==> config.mk <==
export PLATFORM = sky130hd
export DESIGN_NAME = display_init_seq
export DESIGN_NICKNAME = d
export VERILOG_FILES = /design/src/disp_pkg.sv /design/src/script_rom.sv /design/src/step_sequencer.sv /design/src/bus_out_stage.sv /design/src/display_init_seq.sv
export SDC_FILE = /design/constraint.sdc
export NUM_CORES = 1
export LEC_CHECK = 0
export BUFFER_PORTS_ARGS = -buffer_cell sky130_fd_sc_hd__buf_2
export CAP_MARGIN = 20
export CORE_MARGIN = 2
export CORE_UTILIZATION = 55
export CTS_CLUSTER_DIAMETER = 60
export DETAILED_ROUTE_END_ITERATION = 10
export GPL_TIMING_DRIVEN = 0
export PLACE_DENSITY = 0.79
export SETUP_SLACK_MARGIN = 0.05
export SYNTH_ARGS = -nofsm -noshare
export SYNTH_HDL_FRONTEND = slang
export SYNTH_SLANG_ARGS = --single-unit
export TNS_END_PERCENT = 1
==> constraint.sdc <==
create_clock -name clk -period 2.6 [get_ports clk]
set_input_delay 0.39 -clock clk [delete_from_list [all_inputs] [get_ports clk]]
set_output_delay 0.39 -clock clk [all_outputs]
set_load 0.01 [all_outputs]
==> src/disp_pkg.sv <==
`default_nettype none

package disp_pkg;

    localparam int DATA_W = 8;
    localparam int GAP_W = 8;
    localparam int REP_W = 8;

    localparam int SCRIPT_LEN = 40;
    localparam int IDX_W = $clog2(SCRIPT_LEN);

    // Upper byte of each bus word
    localparam logic [7:0] FLAG_CMD = 8'h80;
    localparam logic [7:0] FLAG_DATA = 8'h00;
    localparam logic [7:0] FLAG_READ = 8'h40;

    typedef enum logic [1:0] {
        cmd_write   = 2'd0,
        data_write  = 2'd1,
        status_poll = 2'd2
    } entry_kind_t;

    // For a poll, value is the polled register and count the pair count
    typedef struct packed {
        entry_kind_t       kind;
        logic [DATA_W-1:0] value;
        logic [GAP_W-1:0]  gap;
        logic [REP_W-1:0]  count;
    } script_entry_t;

    typedef struct packed {
        entry_kind_t       kind;
        logic [DATA_W-1:0] value;
    } word_desc_t;

    typedef struct packed {
        logic [7:0]        flags;
        logic [DATA_W-1:0] data;
    } bus_word_t;

endpackage

`default_nettype wire

==> src/script_rom.sv <==
`timescale 1ns/1ns
`default_nettype none

module script_rom
    import disp_pkg::*;
(
    input  logic             clk,
    input  logic             nrst,
    input  logic [IDX_W-1:0] rd_idx,
    output script_entry_t    rd_entry
);

    script_entry_t entry;

    function automatic script_entry_t cmd(logic [DATA_W-1:0] reg_num, logic [GAP_W-1:0] gap);
        cmd = '{cmd_write, reg_num, gap, REP_W'(1)};
    endfunction

    function automatic script_entry_t dat(logic [DATA_W-1:0] val, logic [GAP_W-1:0] gap);
        dat = '{data_write, val, gap, REP_W'(1)};
    endfunction

    function automatic script_entry_t poll(logic [DATA_W-1:0] reg_num, logic [REP_W-1:0] pairs,
                                           logic [GAP_W-1:0] gap);
        poll = '{status_poll, reg_num, gap, pairs};
    endfunction

    always_comb begin
        case (rd_idx)
            // Soft reset, then status
            0:  entry = poll(8'h00, 8'd1, 8'd1);
            // PLL setup needs time to lock
            1:  entry = cmd(8'h88, 8'd1);
            2:  entry = dat(8'h0B, 8'd43);
            3:  entry = cmd(8'h89, 8'd1);
            4:  entry = dat(8'h02, 8'd43);
            5:  entry = cmd(8'h10, 8'd1);
            6:  entry = dat(8'h0C, 8'd1);
            7:  entry = cmd(8'h04, 8'd1);
            8:  entry = dat(8'h81, 8'd43);
            // Panel timing
            9:  entry = cmd(8'h14, 8'd1);
            10: entry = dat(8'h63, 8'd1);
            11: entry = cmd(8'h19, 8'd1);
            12: entry = dat(8'hDF, 8'd4);
            // Window and colour
            13: entry = cmd(8'h36, 8'd1);
            14: entry = dat(8'hDF, 8'd1);
            15: entry = cmd(8'h8A, 8'd1);
            16: entry = dat(8'h8A, 8'd1);
            17: entry = cmd(8'h90, 8'd1);
            18: entry = dat(8'hB0, 8'd1);
            19: entry = poll(8'h90, 8'd60, 8'd1);
            20: entry = poll(8'h40, 8'd1, 8'd1);
            // Area fill
            21: entry = cmd(8'h99, 8'd1);
            22: entry = dat(8'h90, 8'd1);
            23: entry = cmd(8'h9A, 8'd1);
            24: entry = dat(8'h01, 8'd1);
            25: entry = cmd(8'h9B, 8'd1);
            26: entry = dat(8'hF0, 8'd1);
            27: entry = cmd(8'h9C, 8'd1);
            28: entry = dat(8'h00, 8'd1);
            29: entry = cmd(8'h9D, 8'd1);
            30: entry = dat(8'h32, 8'd1);
            31: entry = cmd(8'h63, 8'd1);
            32: entry = dat(8'h1F, 8'd1);
            33: entry = cmd(8'h64, 8'd1);
            34: entry = dat(8'h00, 8'd1);
            35: entry = cmd(8'h65, 8'd1);
            36: entry = dat(8'h1F, 8'd1);
            37: entry = cmd(8'h90, 8'd1);
            38: entry = dat(8'h60, 8'd1);
            39: entry = poll(8'h90, 8'd60, 8'd1);
            default: entry = '0;
        endcase
    end

    always_ff @(posedge clk, negedge nrst) begin
        if (!nrst) begin
            rd_entry <= '0;
        end else begin
            rd_entry <= entry;
        end
    end

endmodule

`default_nettype wire

==> src/step_sequencer.sv <==
`timescale 1ns/1ns
`default_nettype none

module step_sequencer
    import disp_pkg::*;
#(
    parameter int GAP_UNIT = 3
) (
    input  logic             clk,
    input  logic             nrst,
    output logic [IDX_W-1:0] rd_idx,
    input  script_entry_t    rd_entry,
    output word_desc_t       desc,
    output logic             desc_valid,
    input  logic             desc_ready,
    input  logic             word_taken,
    output logic             done
);

    localparam int CNT_W = GAP_W + $clog2(GAP_UNIT + 1);
    localparam logic [CNT_W-1:0] UNIT = CNT_W'(GAP_UNIT);

    typedef enum logic [1:0] {
        st_fetch,
        st_emit,
        st_wait_gap,
        st_finished
    } state_t;

    state_t           state;
    logic [IDX_W-1:0] idx;
    logic [REP_W-1:0] rep;
    logic             phase;
    logic             counting;
    logic [CNT_W-1:0] gap_cnt;
    logic             is_poll;
    logic             last_word;

    assign is_poll = (rd_entry.kind == status_poll);
    // Read half of the final pair ends a poll entry
    assign last_word = !is_poll || (phase && (rep + 1'b1 >= rd_entry.count));

    assign rd_idx = idx;
    assign desc_valid = (state == st_emit);
    assign done = (state == st_finished);

    always_comb begin
        desc.value = rd_entry.value;
        desc.kind = rd_entry.kind;
        if (is_poll && !phase) begin
            desc.kind = cmd_write;
        end
    end

    always_ff @(posedge clk, negedge nrst) begin
        if (!nrst) begin
            state <= st_fetch;
            idx <= '0;
            rep <= '0;
            phase <= 1'b0;
            counting <= 1'b0;
            gap_cnt <= '0;
        end else begin
            case (state)
                // ROM output is valid one cycle after the index
                st_fetch: begin
                    state <= st_emit;
                end
                st_emit: begin
                    if (desc_ready) begin
                        state <= st_wait_gap;
                        counting <= 1'b0;
                    end
                end
                st_wait_gap: begin
                    if (!counting) begin
                        if (word_taken) begin
                            counting <= 1'b1;
                            gap_cnt <= CNT_W'(rd_entry.gap) * UNIT;
                        end
                    end else if (gap_cnt != '0) begin
                        gap_cnt <= gap_cnt - 1'b1;
                    end else if (!last_word) begin
                        phase <= !phase;
                        if (phase) begin
                            rep <= rep + 1'b1;
                        end
                        state <= st_emit;
                    end else if (idx == IDX_W'(SCRIPT_LEN - 1)) begin
                        state <= st_finished;
                    end else begin
                        idx <= idx + 1'b1;
                        rep <= '0;
                        phase <= 1'b0;
                        state <= st_fetch;
                    end
                end
                default: begin
                    state <= st_finished;
                end
            endcase
        end
    end

endmodule

`default_nettype wire

==> src/bus_out_stage.sv <==
`timescale 1ns/1ns
`default_nettype none

module bus_out_stage
    import disp_pkg::*;
(
    input  logic       clk,
    input  logic       nrst,
    input  word_desc_t desc,
    input  logic       desc_valid,
    output logic       desc_ready,
    output bus_word_t  word,
    output logic       word_valid,
    input  logic       word_ready
);

    bus_word_t enc;

    always_comb begin
        enc.data = desc.value;
        case (desc.kind)
            cmd_write:  enc.flags = FLAG_CMD;
            data_write: enc.flags = FLAG_DATA;
            // Status read carries no data
            default: begin
                enc.flags = FLAG_READ;
                enc.data = '0;
            end
        endcase
    end

    // Empty, or emptied by this cycle's acceptance
    assign desc_ready = !word_valid || word_ready;

    always_ff @(posedge clk, negedge nrst) begin
        if (!nrst) begin
            word_valid <= 1'b0;
        end else if (desc_ready) begin
            word_valid <= desc_valid;
        end
    end

    always_ff @(posedge clk) begin
        if (desc_valid && desc_ready) begin
            word <= enc;
        end
    end

endmodule

`default_nettype wire

==> src/display_init_seq.sv <==
`timescale 1ns/1ns
`default_nettype none

module display_init_seq
    import disp_pkg::*;
#(
    parameter int GAP_UNIT = 3
) (
    input  logic      clk,
    input  logic      nrst,
    output bus_word_t word,
    output logic      word_valid,
    input  logic      word_ready,
    output logic      done
);

    logic [IDX_W-1:0] rd_idx;
    script_entry_t    rd_entry;
    word_desc_t       desc;
    logic             desc_valid;
    logic             desc_ready;
    logic             word_taken;

    // Gap counting starts at the output handshake
    assign word_taken = word_valid && word_ready;

    script_rom u_script_rom (
        .clk      (clk),
        .nrst     (nrst),
        .rd_idx   (rd_idx),
        .rd_entry (rd_entry)
    );

    step_sequencer #(
        .GAP_UNIT (GAP_UNIT)
    ) u_step_sequencer (
        .clk        (clk),
        .nrst       (nrst),
        .rd_idx     (rd_idx),
        .rd_entry   (rd_entry),
        .desc       (desc),
        .desc_valid (desc_valid),
        .desc_ready (desc_ready),
        .word_taken (word_taken),
        .done       (done)
    );

    bus_out_stage u_bus_out_stage (
        .clk        (clk),
        .nrst       (nrst),
        .desc       (desc),
        .desc_valid (desc_valid),
        .desc_ready (desc_ready),
        .word       (word),
        .word_valid (word_valid),
        .word_ready (word_ready)
    );

endmodule

`default_nettype wire

# After elaboration in Yosys (flattened, before gate mapping)
# Memories as Yosys holds them, arrays and structs flattened. A register that Yosys moved wholly into a read port is not among the register bits.
# Index checks and enable logic that the tools add are counted.
[word_totals]
ff_bits = 61
latch_bits = 0
ramBits = 0
mem_bits_ro = 1280
in_bits = 3
elab_cells = 73
memories = 1
[mem_list]
columns = ["name", "words", "word_bits", "rd", "rd_clocked_by_memory_dff", "write_ports", "line_no", "rtl"]
rows = [
  ["(no name shown)", 64, 20, 1, 1, 0, "script_rom.sv:29", "case (rd_idx)"],
]
[classes]
n_addsub = 3
multipliers = 1
div_mod_pow = 0
order_cmp = 1
eq_ne = 11
shifts = 0
n_mux = 20
bitwise = 2
reduce_logical = 23
[ops]
columns = ["op", "count"]
rows = [
  ["$mux 10", 3],
  ["$mux 8", 3],
  ["$pmux 8 s2", 1],
  ["$mux 2", 6],
  ["$mul 8x2->10 const B", 1],
  ["$reduce_and 5->1", 2],
  ["$reduce_bool 10->1", 1],
  ["$sub 10x1->10 const B", 1],
  ["$add 8x1->8 const B", 1],
  ["$ge 8x8->1", 1],
  ["$ne 2x2->1 const B", 4],
  ["$add 6x1->6 const B", 1],
  ["$eq 2x2->1 const B", 3],
  ["$eq 6x6->1 const B", 1],
  ["$pmux 2 s3", 1],
  ["$reduce_and 3->1", 2],
  ["$reduce_bool 2->1", 3],
  ["$mux 1", 5],
  ["$eq 2x1->1 const B", 2],
  ["$logic_and 1x1->1", 4],
  ["$logic_not 1->1", 4],
  ["$logic_not 2->1", 2],
  ["$reduce_and 4->1", 1],
  ["$logic_or 1x1->1", 2],
  ["5 further kinds", 6],
]

# Logic depth before layout (Yosys ltp)
[logic_depth]
ltp_word = 8
ltp_mapped = 10
depth_no_buf = 9

# By module
# From an unflattened synthesis, not the netlist that was laid out.
[hier_totals]
hier_cells = 453
hier_area_um2 = 4082.7
[modules_own_cells]
columns = ["module", "n_inst", "cells_per_inst", "area_each_um2", "seq_area_each_um2"]
rows = [
  ["step_sequencer", 1, 260, 2264.7, 700.7],
  ["script_rom", 1, 161, 1353.8, 375.4],
  ["bus_out_stage", 1, 31, 457.9, 325.3],
  ["display_init_seq", 1, 1, 6.3, 0.0],
]

# Worst setup path before layout
# Ideal clock, no wire load.
[synth_timing]
path_kind = "flip-flop to flip-flop"
start = "register u_step_sequencer.rep[2]"
end = "register u_step_sequencer.rep[0]"
setup_ns = 0.125
arrival_time_ns = 2.495
required_time_ns = 2.475
slack_ns = -0.020
stages_incl_launch_ff = 11
path_buffers = 1
period_less_slack_ns = 2.620
path_cell_list = "dfrtp_1 -> clkbuf_2 -> nand3_1 -> nor3_1 -> xnor2_1 -> ha_1 -> a2111oi_0 -> o21a_2 -> nand2_2 -> a21oi_4 -> mux2_2"
[synth_between]
elab_chain_len = 6
word_cells_on_any_way = 8
cone_classes = "add/sub: 1; order compare: 1; eq/ne: 1; mux: 1; reduce/logical: 4"
[synth_lines]
columns = ["element", "line_no", "rtl"]
rows = [
  ["start, declared", "step_sequencer.sv:32", "logic [REP_W-1:0] rep;"],
  ["start signal, assigned", "step_sequencer.sv:86", "rep <= rep + 1'b1;"],
  ["$add 8x1->8 (*)", "step_sequencer.sv:41", "assign last_word = !is_poll || (phase && (rep + 1'b1 >= rd_entry.count));"],
  ["$ge 8x8->1 (*)", "step_sequencer.sv:41", ""],
  ["$logic_and 1x1->1 (*)", "step_sequencer.sv:41", ""],
  ["$logic_or 1x1->1 (*)", "step_sequencer.sv:41", ""],
  ["$ne 2x2->1 (no line) / $reduce_bool 2->1 (equally long branches)", "-", ""],
  ["$reduce_and 5->1 (no line)", "-", ""],
]
# Every way passes the cells marked *; elsewhere a longest branch is shown, timed or not.
# A chain may end at the register's enable or synchronous reset.

# Worst setup path after layout
# Same ends and word-level chain as after synthesis.

==> results.py <==
metrics = {
    "sta": {
        "finalSetupViolations": 0,
        "post-route-period-util_pct": 97.1,
        "tns_ns": 0,
        "timing.slew.headroom_pct": 36.4,
        "final.min_clock_period_ns": 2.53,
        "fmax_mhz": 396,
        "clock_skew_ns": 0.0134,
        "worst_pin_slew_ns": 0.951,
        "slew_viol_final": 0,
        "hold_violations": 0,
        "whs_ns": 0.406,
    },
    "synth": {
        "ys_ff_latch": 54,
        "synth_seq_area_share_pct": 40.4,
        "synth_edf_count": 10,
        "synth_ff_type": "dfrtp_1",
        "yosys.area_share.adder_pct": 8.01,
        "synthTopCellsByCount": "44 x dfrtp_1, 31 x o21ai_0, 30 x nand2_1, 25 x nor2_1, 23 x a21oi_1",
        "synth_top_family_by_area": "compound AO/OA/AOI/OAI gates",
        "synth_area_sq_mm": 0.00347,
        "yosys.area.top_type_share_pct": 31.8,
        "synthCells": 375,
        "synth_cell_type_count": 63,
        "synth_most_common_cell": "dfrtp_1",
        "yosysWarnings": 0,
        "synth.area.mux_share_pct": 2.42,
        "synth_xor_area_share_pct": 3.28,
        "synth_area_leader_cell": "dfrtp_1",
        "synth-simple-area-share_pct": 19.3,
        "post_synth.cell_area_avg_sq_um": 9.25,
        "synth_compound_gate_area_share_pct": 20.4,
        "synth.area.top_cells": "dfrtp_1 32%, edfxtp_1 8.7%, ha_1 6.9%, o21ai_0 4.5%, a21oi_1 3.3%",
        "ys_async_sr_fraction_pct": 81.5,
    },
    "clock_network": {
        "insertion_delay_ns": 0.31,
        "htree_levels": 2,
        "clk_pin_slew_ns": 0.10,
        "tritoncts": "built",
        "cts_made_buffers": 5,
        "cts.sinks": 54,
        "root_buffer": "clkbuf_8",
        "cts_buffer_depth": 2,
    },
    "worst_setup_path": {
        "cpPeakStageDelay_ns": 0.36,
        "crit_type": "flop to flop",
        "required_ns": 2.81,
        "path_cells": "clkbuf_8, nand3_4, nor3_4, xnor2_2, ha_4, a2111oi_4, o21a_2, nand2_4, a21oi_4, mux2_4",
        "crit_buf_inv": 1,
        "slowest_stage": "a2111oi_4",
        "critPathMaxFanout": 6,
        "cp-end-kind": "flop",
        "arrival_ns": 2.73,
        "cp-start-kind": "flop",
        "critPathTopFamily": "compound AO/OA/AOI/OAI gates",
    },
    "global_routing": {
        "grt_pass1_wl_mm": 13.9,
        "grt_max_degree": 45,
        "grt_pass1_vias": 2868,
        "track_usage_pct": 24.3,
        "grt_overflow_total": 0,
        "antenna_found_initial": 0,
    },
    "die": {
        "fp.dieW_um": 83.4,
        "num_rows": 28,
        "num_io_pins": 21,
        "die-area_sq_mm": 0.00695,
        "core_area_sq_mm": 0.00599,
        "die_h_um": 83.4,
        "start_util_pct": 57.9,
    },
    "layout": {
        "nNetsFinal": 448,
        "syn_to_final_growth_pct": 17.7,
        "utilization_pct": 68.1,
        "drive_gt1_share_pct": 20.2,
        "final_area_sq_mm": 0.00408,
        "n_antenna_cell": 0,
        "fillerInstances": 477,
    },
    "routing": {
        "drt_wl_total_mm": 8.82,
        "initialDrtViolationCount": 360,
        "drtPass1Iterations": 5,
        "via_count": 3049,
        "antenna_left": 0,
        "drc": 0,
        "via_per_inst": 6.10,
        "wl_per_cell_um": 17.6,
    },
    "placement": {
        "hpwl_mm": 5.45,
        "numPortBuffers": 14,
        "place_area_sq_mm": 0.00366,
        "place_congestion": 0.934,
    },
    "run_status": {
        "status": "completed",
    },
    "pwr": {
        "p_per_area_mw_per_mm2": 502,
        "max-vdd-ir-drop_v": 0.000587,
        "p_leak_nw": 1.79,
    },
    "hold_path": {
        "hold_path_class": "input port to flop",
    },
    "flow_run": {
        "max-cap-violations": 0,
    },
}
## flip-flops by register name, indices dropped and copies added, names as in the netlist
name,flops
u_step_sequencer.gap_cnt,10
u_step_sequencer.counting,1
u_step_sequencer.rd_idx,6
u_bus_out_stage.word_valid,1
u_step_sequencer.rep,8
u_step_sequencer.state,2
u_bus_out_stage.word,10
u_step_sequencer.phase,1
u_script_rom.rd_entry,15
## layer usage
metal / part of all wire, % / up-vias / global-route usage [%]
li1: - / 1429 / -
met1: 43 / 1455 / 33.3
met2: 49 / 137 / 39.7
met3: 5.5 / 28 / 3.18
met4: 2.1 / 0 / 8.49
met5: 0 / - / 0
## worst reg2reg max path: stages (launching register included)
cell	delay [ns]
dfrtp_1	0.35
clkbuf_8	0.13
nand3_4	0.08
nor3_4	0.17
xnor2_2	0.18
ha_4	0.26
a2111oi_4	0.36
o21a_2	0.28
nand2_4	0.11
a21oi_4	0.19
mux2_4	0.31
## final cells by class
class                   count  area, sq um  share of cell area [%]
plain buffers              27          141                    3.47
inverters                  21         78.8                    1.93
clock buffers               5         68.8                    1.69
multi-input cells         278         1990                    48.8
flip-flops and latches     54         1410                    34.4
repair buffers             37          258                    6.32
well taps                  75         93.8                    2.30
clock inverters             3         45.0                    1.10
## power by group
part	internal, W	switching (W)
logic	0.000174	0.000237
clock network	0.000287	0.000297
registers	0.000944	0.000110
## layout by cell type, fill, tap and decap left out, types with 4 or more instances in the layout
master and n:
dfrtp_1 41, o21ai_0 31, nand2_1 29, buf_4 28, nor2_1 25, a21oi_1 22, inv_1 18, buf_2 17
ha_1 17, clkbuf_1 10, edfxtp_1 10, and2_1 9, xnor2_1 9, nand3_1 7, nor3_1 7, a31oi_1 7
nor2b_1 7, buf_1 6, nand2b_1 6, clkbuf_8 6, o22a_1 6, conb_1 6, mux2i_1 5, or3_1 5
o31ai_1 4, o22ai_1 4, a211oi_1 4, nand3b_1 4, nand4_1 4
## worst paths after layout
kind / start / end / slack [ns] / cells past startpoint
max: u_step_sequencer.rep[2] / u_step_sequencer.rep[0] / 0.07 / 10
min: word_ready / u_bus_out_stage.word_valid / 0.41 / 3
max reg2reg: u_step_sequencer.rep[2] / u_step_sequencer.rep[0] / 0.07 / 10
min reg2reg: u_step_sequencer.gap_cnt[0] / u_step_sequencer.gap_cnt[0] / 0.51 / 1
max in group asynchronous: nrst / u_step_sequencer.rep[3] / 1.71 / 3
min in group asynchronous: nrst / u_step_sequencer.rep[5] / 0.43 / 2
## timing repair
action,CTS,global route
pin swaps,7,5
gates resized for setup,15,9
hold buffers,0,1
buffers inserted,11,10
gates cloned,0,0
endpoints found under the setup margin,16,14
hold endpoints to repair,0,4
## per-stage QoR
step / cells / total power [W] / setup slack [ns]
3_3_place_gp: 469 / 0.00144 / -0.276
4_1_cts: 488 / 0.00204 / 0.0350
3_5_place_dp: 469 / 0.00146 / -0.384
5_1_grt: 500 / 0.00215 / -0.00258
2_1_floorplan: 380 / 0.00135 / 0.0625
6_report: 500 / 0.00205 / 0.0748
## cells by family (layout without fill, tap and decap cells)
logic type,after synthesis,after routing
AOI/OAI and AO/OA,108,108
other,1,6
buffers and inverters,48,93
DFF,54,54
muxes,8,8
xor gates and xnor gates,13,13
adders and majority gates,21,21
and+or+nand+nor,122,122
(Power assumes the default switching activity.)
